<file path="config.mk">
export PLATFORM = sky130hd
export DESIGN_NAME = nibble_exec_top
export DESIGN_NICKNAME = d
export VERILOG_FILES = /design/src/nibble_pkg.sv /design/src/nibble_exec_top.sv /design/src/nibble_result.sv /design/src/nibble_csr.sv /design/src/nibble_alu.sv /design/src/nibble_regs.sv /design/src/nibble_seq.sv /design/src/nibble_apb_cmd.sv
export SDC_FILE = /design/constraint.sdc
export NUM_CORES = 1
export LEC_CHECK = 0
export ABC_AREA = 1
export BUFFER_PORTS_ARGS = -buffer_cell sky130_fd_sc_hd__buf_2
export CELL_PAD_IN_SITES_DETAIL_PLACEMENT = 0
export CELL_PAD_IN_SITES_GLOBAL_PLACEMENT = 2
export CORE_ASPECT_RATIO = 0.9
export CORE_MARGIN = 5
export CORE_UTILIZATION = 30
export CTS_CLUSTER_DIAMETER = 120
export CTS_CLUSTER_SIZE = 20
export DETAILED_ROUTE_END_ITERATION = 6
export PLACE_DENSITY_LB_ADDON = 0.15
export SLEW_MARGIN = 20
export SYNTH_ARGS = -nofsm -noshare
export SYNTH_HDL_FRONTEND = slang
export SYNTH_HIERARCHICAL = 1
export SYNTH_SLANG_ARGS = --single-unit
export TNS_END_PERCENT = 20
</file>
<file path="constraint.sdc">
create_clock -name clk -period 5.9 [get_ports clk]
set_input_delay 0.295 -clock clk [delete_from_list [all_inputs] [get_ports clk]]
set_output_delay 0.295 -clock clk [all_outputs]
set_load 0.05 [all_outputs]
</file>
<file path="src/nibble_pkg.sv">
`default_nettype none

package nibble_pkg;

    localparam int XLEN    = 32;
    localparam int NIBBLES = 8;     // Sub-cycles per operation

    typedef enum logic [3:0] {
        OP_ADD  = 4'd0,
        OP_SUB  = 4'd1,
        OP_AND  = 4'd2,
        OP_OR   = 4'd3,
        OP_XOR  = 4'd4,
        OP_SLT  = 4'd5,
        OP_SLTU = 4'd6,
        OP_LI   = 4'd7,
        OP_CSRR = 4'd8,
        OP_CSRW = 4'd9
    } op_t;

    // Register and immediate operations
    typedef struct packed {
        op_t         op;
        logic [3:0]  rd;
        logic [3:0]  rs1;
        logic [3:0]  rs2;
        logic        use_imm;
        logic [2:0]  rsvd;
        logic [11:0] imm12;
    } cmd_alu_t;

    // CSR operations, csr_addr shares the imm12 bits
    typedef struct packed {
        op_t         op;
        logic [3:0]  rd;
        logic [3:0]  rs1;
        logic [7:0]  rsvd;
        logic [11:0] csr_addr;
    } cmd_csr_t;

    typedef union packed {
        cmd_alu_t alu;
        cmd_csr_t csr;
    } cmd_word_t;

    localparam logic [11:0] CSR_MCYCLE   = 12'hC00;
    localparam logic [11:0] CSR_MINSTRET = 12'hC02;
    localparam logic [11:0] CSR_MSCRATCH = 12'h340;

    // APB byte offsets
    localparam logic [11:0] ADDR_CMD    = 12'h000;
    localparam logic [11:0] ADDR_RESULT = 12'h004;
    localparam logic [11:0] ADDR_STATUS = 12'h008;

endpackage

`default_nettype wire
</file>
<file path="src/nibble_exec_top.sv">
`timescale 1ns/1ps
`default_nettype none

module nibble_exec_top #(
    parameter int NUM_REGS = 16
) (
    input  wire        clk,
    input  wire        rstn,
    input  wire [11:0] paddr,
    input  wire        psel,
    input  wire        penable,
    input  wire        pwrite,
    input  wire [31:0] pwdata,
    output wire [31:0] prdata,
    output wire        pready,
    output wire        pslverr
);
    import nibble_pkg::*;

    cmd_word_t       cmd;
    logic            start;
    logic            busy;
    logic            complete;
    logic [2:0]      counter;
    logic [3:0]      data_rs1;
    logic [3:0]      data_rs2;
    logic [3:0]      data_rd;
    logic            wr_en;
    logic [3:0]      csr_nibble;
    logic [XLEN-1:0] result;

    nibble_apb_cmd u_apb (
        .clk(clk), .rstn(rstn),
        .paddr(paddr), .psel(psel), .penable(penable), .pwrite(pwrite), .pwdata(pwdata),
        .busy(busy), .result(result),
        .prdata(prdata), .pready(pready), .pslverr(pslverr),
        .cmd(cmd), .start(start)
    );

    nibble_seq u_seq (
        .clk(clk), .rstn(rstn), .start(start),
        .busy(busy), .counter(counter), .complete(complete)
    );

    nibble_regs #(.NUM_REGS(NUM_REGS)) u_regs (
        .clk(clk), .rstn(rstn), .counter(counter),
        .rs1(cmd.alu.rs1), .rs2(cmd.alu.rs2), .rd(cmd.alu.rd),
        .wr_en(wr_en), .data_rd(data_rd),
        .data_rs1(data_rs1), .data_rs2(data_rs2)
    );

    nibble_alu u_alu (
        .clk(clk), .cmd(cmd), .busy(busy), .counter(counter),
        .data_rs1(data_rs1), .data_rs2(data_rs2), .csr_nibble(csr_nibble),
        .data_rd(data_rd), .wr_en(wr_en)
    );

    nibble_csr u_csr (
        .clk(clk), .rstn(rstn), .cmd(cmd), .busy(busy), .counter(counter),
        .complete(complete), .data_rs1(data_rs1), .csr_nibble(csr_nibble)
    );

    nibble_result u_result (
        .clk(clk), .rstn(rstn), .busy(busy), .data_rd(data_rd),
        .complete(complete), .result(result)
    );

endmodule

`default_nettype wire

</file>
<file path="src/nibble_result.sv">
`timescale 1ns/1ps
`default_nettype none

module nibble_result (
    input  wire                            clk,
    input  wire                            rstn,
    input  wire                            busy,
    input  wire  [3:0]                     data_rd,
    input  wire                            complete,
    output logic [nibble_pkg::XLEN-1:0]    result
);
    import nibble_pkg::*;

    logic [XLEN-1:0] staging;
    logic            done_q;   // Cycle of the ALU's low-nibble replay

    always_ff @(posedge clk) begin
        if (busy) begin
            staging <= {data_rd, staging[XLEN-1:4]};   // Low nibble arrives first
        end
    end

    always_ff @(posedge clk) begin
        if (!rstn) begin
            result <= '0;
            done_q <= 1'b0;
        end else begin
            done_q <= complete;
            if (complete) begin
                result <= {data_rd, staging[XLEN-1:4]};
            end else if (done_q) begin
                result[3:0] <= data_rd;   // Corrected compare nibble
            end
        end
    end

    // RESULT never moves partway through an operation
    a_result_hold: assert property (@(posedge clk) disable iff (!rstn)
        busy && !complete |=> $stable(result));

endmodule

`default_nettype wire

</file>
<file path="src/nibble_csr.sv">
`timescale 1ns/1ps
`default_nettype none

module nibble_csr (
    input  wire                        clk,
    input  wire                        rstn,
    input  wire nibble_pkg::cmd_word_t cmd,
    input  wire                        busy,
    input  wire  [2:0]                 counter,
    input  wire                        complete,
    input  wire  [3:0]                 data_rs1,
    output logic [3:0]                 csr_nibble
);
    import nibble_pkg::*;

    logic [XLEN-1:0] mcycle;
    logic [XLEN-1:0] mcycle_snap;   // Frozen at sub-cycle 0 for a coherent read
    logic [XLEN-1:0] minstret;
    logic [XLEN-1:0] instret_next;
    logic [XLEN-1:0] mscratch;
    logic [4:0]      nib_lsb;
    logic            scratch_wr;

    assign nib_lsb      = {counter, 2'b00};
    assign instret_next = minstret + 1'b1;
    assign scratch_wr   = busy && cmd.csr.op == OP_CSRW && cmd.csr.csr_addr == CSR_MSCRATCH;

    always_ff @(posedge clk) begin
        if (!rstn) begin
            mcycle   <= '0;
            minstret <= '0;
            mscratch <= '0;
        end else begin
            mcycle <= mcycle + 1'b1;
            if (complete) begin
                minstret <= instret_next;
            end
            if (scratch_wr) begin
                mscratch[nib_lsb +: 4] <= data_rs1;   // One nibble per sub-cycle
            end
        end
    end

    always_ff @(posedge clk) begin
        if (busy && counter == 3'd0) begin
            mcycle_snap <= mcycle;
        end
    end

    always_comb begin
        case (cmd.csr.csr_addr)
            CSR_MCYCLE: begin
                csr_nibble = (counter == 3'd0) ? mcycle[3:0] : mcycle_snap[nib_lsb +: 4];
            end
            CSR_MINSTRET: csr_nibble = instret_next[nib_lsb +: 4];   // Counts this op too
            CSR_MSCRATCH: csr_nibble = mscratch[nib_lsb +: 4];
            default:      csr_nibble = 4'd0;
        endcase
    end

    a_instret_step: assert property (@(posedge clk) disable iff (!rstn)
        complete |=> minstret == $past(minstret) + 1'b1);

    // Snapshot from sub-cycle 0 trails the live counter by one
    a_snap_coherent: assert property (@(posedge clk) disable iff (!rstn)
        busy && counter == 3'd1 |-> mcycle_snap == mcycle - 1'b1);

endmodule

`default_nettype wire

</file>
<file path="src/nibble_alu.sv">
`timescale 1ns/1ps
`default_nettype none

module nibble_alu (
    input  wire                   clk,
    input  wire nibble_pkg::cmd_word_t cmd,
    input  wire                   busy,
    input  wire  [2:0]            counter,
    input  wire  [3:0]            data_rs1,
    input  wire  [3:0]            data_rs2,
    input  wire  [3:0]            csr_nibble,
    output logic [3:0]            data_rd,
    output logic                  wr_en
);
    import nibble_pkg::*;

    op_t        op;
    logic       is_sub;
    logic       is_cmp;
    logic       last_nib;
    logic [3:0] imm_nib;
    logic [3:0] opb;
    logic [3:0] opb_eff;
    logic       cy_in;
    logic [4:0] sum;
    logic       cmp_bit;
    logic       cy;        // Carry into the next nibble
    logic       last_q;    // Cycle right after sub-cycle 7
    logic [3:0] lo_hold;   // Low result nibble, replayed once the op ends

    assign op       = cmd.alu.op;
    assign is_sub   = (op == OP_SUB);
    assign is_cmp   = (op == OP_SLT) || (op == OP_SLTU);
    assign last_nib = busy && (counter == 3'(NIBBLES - 1));

    // Nibbles 3 to 7 carry the immediate's sign
    assign imm_nib = (counter[2] || counter[1:0] == 2'b11) ? {4{cmd.alu.imm12[11]}}
                   : cmd.alu.imm12[{counter[1:0], 2'b00} +: 4];

    assign opb     = (cmd.alu.use_imm || op == OP_LI) ? imm_nib : data_rs2;
    assign opb_eff = (is_sub || is_cmp) ? ~opb : opb;
    assign cy_in   = (counter == 3'd0) ? (is_sub || is_cmp) : cy;
    assign sum     = {1'b0, data_rs1} + {1'b0, opb_eff} + {4'd0, cy_in};

    // Signs differ: rs1 sign decides, else the sign of the difference
    assign cmp_bit = (op == OP_SLTU) ? !sum[4]
                   : (data_rs1[3] != opb[3]) ? data_rs1[3] : sum[3];

    always_ff @(posedge clk) begin
        cy     <= sum[4];
        last_q <= last_nib;
        if (busy && counter == 3'd0) begin
            lo_hold <= data_rd;
        end else if (last_nib && is_cmp) begin
            lo_hold <= {3'b000, cmp_bit};   // Compare resolved only now
        end
    end

    always_comb begin
        wr_en   = 1'b0;
        data_rd = lo_hold;
        if (busy) begin
            wr_en = 1'b1;
            case (op)
                OP_ADD, OP_SUB: data_rd = sum[3:0];
                OP_AND:         data_rd = data_rs1 & opb;
                OP_OR:          data_rd = data_rs1 | opb;
                OP_XOR:         data_rd = data_rs1 ^ opb;
                OP_SLT, OP_SLTU: data_rd = 4'd0;   // Low nibble patched afterwards
                OP_LI:          data_rd = imm_nib;
                OP_CSRR:        data_rd = csr_nibble;
                OP_CSRW: begin
                    wr_en   = 1'b0;
                    data_rd = data_rs1;
                end
                default: begin
                    wr_en   = 1'b0;
                    data_rd = 4'd0;
                end
            endcase
        end else begin
            wr_en = last_q && is_cmp;   // Deferred write of the compare bit
        end
    end

    // Only the deferred compare write lands outside an operation
    a_wr_window: assert property (@(posedge clk)
        wr_en && !busy |-> $past(busy) && $past(counter) == 3'(NIBBLES - 1));

endmodule

`default_nettype wire

</file>
<file path="src/nibble_regs.sv">
`timescale 1ns/1ps
`default_nettype none

module nibble_regs #(
    parameter int NUM_REGS = 16
) (
    input  wire        clk,
    input  wire        rstn,
    input  wire  [2:0] counter,
    input  wire  [3:0] rs1,
    input  wire  [3:0] rs2,
    input  wire  [3:0] rd,
    input  wire        wr_en,
    input  wire  [3:0] data_rd,
    output logic [3:0] data_rs1,
    output logic [3:0] data_rs2
);
    import nibble_pkg::*;

    localparam int IDX_W = $clog2(NUM_REGS);

    logic [XLEN-1:0]  regs_q [NUM_REGS];
    logic [IDX_W-1:0] rs1_idx;
    logic [IDX_W-1:0] rs2_idx;
    logic [IDX_W-1:0] rd_idx;
    logic [4:0]       nib_lsb;    // Bit offset of the active nibble

    assign nib_lsb = {counter, 2'b00};
    assign rs1_idx = rs1[IDX_W-1:0];
    assign rs2_idx = rs2[IDX_W-1:0];
    assign rd_idx  = rd[IDX_W-1:0];

    assign data_rs1 = regs_q[rs1_idx][nib_lsb +: 4];
    assign data_rs2 = regs_q[rs2_idx][nib_lsb +: 4];

    always_ff @(posedge clk) begin
        if (!rstn) begin
            for (int i = 0; i < NUM_REGS; i++) begin
                regs_q[i] <= '0;
            end
        end else if (wr_en && rd_idx != '0) begin   // x0 stays zero
            regs_q[rd_idx][nib_lsb +: 4] <= data_rd;
        end
    end

    a_rd_range: assert property (@(posedge clk) disable iff (!rstn)
        wr_en |-> int'(rd) < NUM_REGS);

endmodule

`default_nettype wire

</file>
<file path="src/nibble_seq.sv">
`timescale 1ns/1ps
`default_nettype none

module nibble_seq (
    input  wire        clk,
    input  wire        rstn,
    input  wire        start,
    output logic       busy,
    output logic [2:0] counter,
    output logic       complete
);
    import nibble_pkg::*;

    assign complete = busy && (counter == 3'(NIBBLES - 1));  // Last sub-cycle

    always_ff @(posedge clk) begin
        if (!rstn) begin
            busy    <= 1'b0;
            counter <= 3'd0;
        end else if (start) begin
            busy    <= 1'b1;
            counter <= 3'd0;
        end else if (busy) begin
            counter <= counter + 3'd1;   // Wraps back to 0 after sub-cycle 7
            if (complete) begin
                busy <= 1'b0;
            end
        end
    end

    a_count_step: assert property (@(posedge clk) disable iff (!rstn)
        busy && !complete |=> counter == $past(counter) + 3'd1);

    // Every operation runs exactly eight sub-cycles
    a_run_length: assert property (@(posedge clk) disable iff (!rstn)
        start |=> busy && counter == 3'd0 ##7 complete);

endmodule

`default_nettype wire

</file>
<file path="src/nibble_apb_cmd.sv">
`timescale 1ns/1ps
`default_nettype none

module nibble_apb_cmd (
    input  wire                                clk,
    input  wire                                rstn,
    input  wire  [11:0]                        paddr,
    input  wire                                psel,
    input  wire                                penable,
    input  wire                                pwrite,
    input  wire  [31:0]                        pwdata,
    input  wire                                busy,
    input  wire  [31:0]                        result,
    output logic [31:0]                        prdata,
    output logic                               pready,
    output logic                               pslverr,
    output nibble_pkg::cmd_word_t              cmd,
    output logic                               start
);
    import nibble_pkg::*;

    logic access;
    logic is_cmd;
    logic is_result;
    logic is_status;
    logic unmapped;
    logic accept;

    assign access    = psel && penable;
    assign is_cmd    = (paddr == ADDR_CMD);
    assign is_result = (paddr == ADDR_RESULT);
    assign is_status = (paddr == ADDR_STATUS);
    assign unmapped  = !(is_cmd || is_result || is_status);

    // Back-pressure on CMD writes until the running operation drains
    assign pready  = psel && !(pwrite && is_cmd && (busy || start));
    assign pslverr = access && (unmapped || (pwrite && (is_result || is_status)));
    assign accept  = access && pwrite && is_cmd && pready;

    always_comb begin
        case (paddr)
            ADDR_RESULT: prdata = result;
            ADDR_STATUS: prdata = {{(XLEN-1){1'b0}}, busy || start};  // Busy in bit 0
            default:     prdata = '0;
        endcase
    end

    always_ff @(posedge clk) begin
        if (!rstn) begin
            start <= 1'b0;
            cmd   <= '0;
        end else begin
            start <= accept;   // One-cycle pulse
            if (accept) begin
                cmd <= pwdata;
            end
        end
    end

    a_start_idle: assert property (@(posedge clk) disable iff (!rstn)
        start |-> !busy);

    // An accepted command reaches the sequencer two cycles later
    a_accept_runs: assert property (@(posedge clk) disable iff (!rstn)
        accept |=> start ##1 busy);

endmodule

`default_nettype wire

</file>
==> metrics.txt <==
via count 37800; cells after synthesis 5635; final slew viol count 0; Die H 367 um; HPWL Detailed 113000 um; critical path type reg -> reg; Fin. Hold Viols 0; htree depth 2; number of global-route vias before repair 36000; met3 Track Usage GR 2.03%; row count 131; first-pass GRT wire length 244000 um; Hold Path End u_apb/cmd[26]; busiest grt layer met1; Pint 7.37 mW; root buffer cell clkbuf_16; nets 5720; CTS tree built; Post-CTS Setup Repair Bufs 0; outcome finished, final reports clean; nature of the critical path endpoint register; number of I/O pins 83; Overall Power 9.75 mW; grt ovf 0; R2R Setup Slk 0.36 ns; worst hold path class in -> reg; Max-cap violations 0; worst slack at placement 0.340 ns; Power Dens Cells 207 mW/mm2; DR WL/cell 22.0 um; Hold Path Depth 3; Post-Layout Inst Area 0.0471 mm2; placed inst area 0.0455 mm2; detailed-route vias per instance 5.01; Post-DRT Antenna Nets 0; CP max FO 53; Slew headroom 25.1%; met2 Use GR 32.7%; setup tns final 0 ns; P&R area growth vs syn 10.8%; drt initial violations 3210; cell mode on critical path nand2_1; fin crit share 93.9%; largest net degree at the start of global routing 85; Least-Margin Pin Slew 1.12 ns; Max clock buf depth 3; HP Start rstn; worst clock skew 0.0539 ns; combinational power share 5.3%; LEAKAGE 19.2 nW; # fillers 15200; Worst EP arrival 5.94 ns; Yosys Warn Count 6; Switch Pwr 2.37 mW; initial core utilization 30.1%; clock sink total 741; crit-path max cell delay 0.45 ns; Mean Syn Cell Area 7.55 um2; core area 0.141 mm2; Clk pwr share 35.3%; Post-Syn Area 0.0425 mm2; final number of setup-violating endpoints 0; slowest CP cell inv_8; DRC Markers 0; port bufs 79; reg-to-reg startpoint u_apb/cmd[16]; clock slew at reported path FFs 0.11 ns; max frequency 181 MHz; RR Endpoint u_regs/regs_q[14][18]; Period minus WS final 5.54 ns; RePlAce Congestion 0.837; clk_lat worst skew 0.68 ns; Reg2Reg Depth 29; Critical Path Source Type register; gr usage total 21.7%; Die ar. 0.149 mm2; die span in x 407 um; number of CTS-inserted buffers 44; Switching Fraction 24.4%; Total Wirelength 166000 um; share of layout cells above drive strength 1 8.58%; setup ws final 0.361 ns; critical path required time 6.30 ns; Pre-Repair DR Iteration Count 6; sequential share of power 59.4%; Peak supply drop 0.203 mV; GR Util met1 33.7%; unrepaired setup endpoints after global routing no; initial antenna violation count 2
## worst max-delay path by stage
stage,endpoint,slack (ns),startpoint,cells past startpoint
final,u_regs/regs_q[14][18],0.36,u_apb/cmd[16],29
after global routing,u_regs/regs_q[7][2],0.05,u_apb/cmd[16],28
after CTS,u_regs/regs_q[3][2],0.25,u_apb/cmd[16],28
after detailed placement,u_regs/regs_q[14][6],0.34,u_apb/cmd[16],28
after global placement,u_regs/regs_q[10][14],0.27,u_apb/cmd[16],28
after floorplan,u_regs/regs_q[12][5],1.71,u_seq/counter[0],25
## through the flow
stage / cells / utilization [%] / hold slack (ns)
floorplan: 5666 / - / 0.404
global placement: 7436 / 32.2 / 0.432
detailed placement: 7436 / 32.2 / 0.436
CTS: 7540 / 33.4 / 0.0117
global route: 7540 / 33.4 / 0.0360
finish: 7542 / 33.4 / 0.0548
## worst max-delay path, delay by kind of cell (launching register included)
family	cells	cell delay [ns]
buf+inv	5	1.26
compound gates	1	0.11
xor+xnor	1	0.21
flops	1	0.44
fa+ha+maj	2	0.59
simple gates	20	2.60
## cell usage in the layout (no fill, tap or decap), drive strengths merged, types with 5 or more instances in the layout
master / count
conb: 32
clkinv: 9
a211oi: 13
ha: 20
nand4: 23
o21a: 6
nor4: 5
edfxtp: 576
dlygate4sd3: 29
o21ai: 148
a221oi: 8
nand3b: 8
or2: 7
clkbuf: 68
o211ai: 75
nor3b: 5
dfxtp: 165
a21oi: 113
nand3: 851
xor2: 18
nor3: 32
buf: 245
nor2: 933
nand2: 1766
inv: 504
## area by class of cell
class	instances	area [um2]	share of cell area [%]
Sequential cell	741	20600	43.8
Multi-Input combinational cell	4081	18600	39.4
Timing Repair Buffer	274	2350	5.00
Tap cell	1862	2330	4.94
Inverter	507	1940	4.11
Clock buffer	68	1210	2.57
Clock inverter	7	111	0.236
Antenna cell	2	5.00	0.0106
## routing by layer
metal	wire, um	share of wire [%]	up-vias
met5	0	0	-
met4	3170	1.9	0
met3	7890	4.7	156
met2	71200	43	1049
met1	83900	50	18300
li1	-	-	18300
## power by group through the flow
stage	clock, mW	sequential [mW]	combinational (mW)
2_1_floorplan	0	5.88	0.319
3_3_place_gp	0	5.91	0.504
3_5_place_dp	0	5.91	0.504
4_1_cts	3.59	5.79	0.522
5_1_grt	3.76	5.81	0.578
6_report	3.44	5.79	0.521
## state kept, by name (all words and copies together) (netlist names), 3 cells and up
register           cells
u_csr/mscratch        32
u_csr/mcycle_snap     32
u_seq/counter          3
u_csr/minstret        32
u_csr/mcycle          32
u_result/result       32
u_result/staging      28
u_alu/lo_hold          4
u_regs/regs_q        512
u_apb/cmd             29
## what timing repair did
action | 4_1_cts | 5_1_grt
gates resized for setup | 0 | 1
endpoints found under the setup margin | 0 | 112
hold buffers | 29 | 0
endpoints found under the hold margin | 29 | 0
Power figures use the tool's default switching activity.
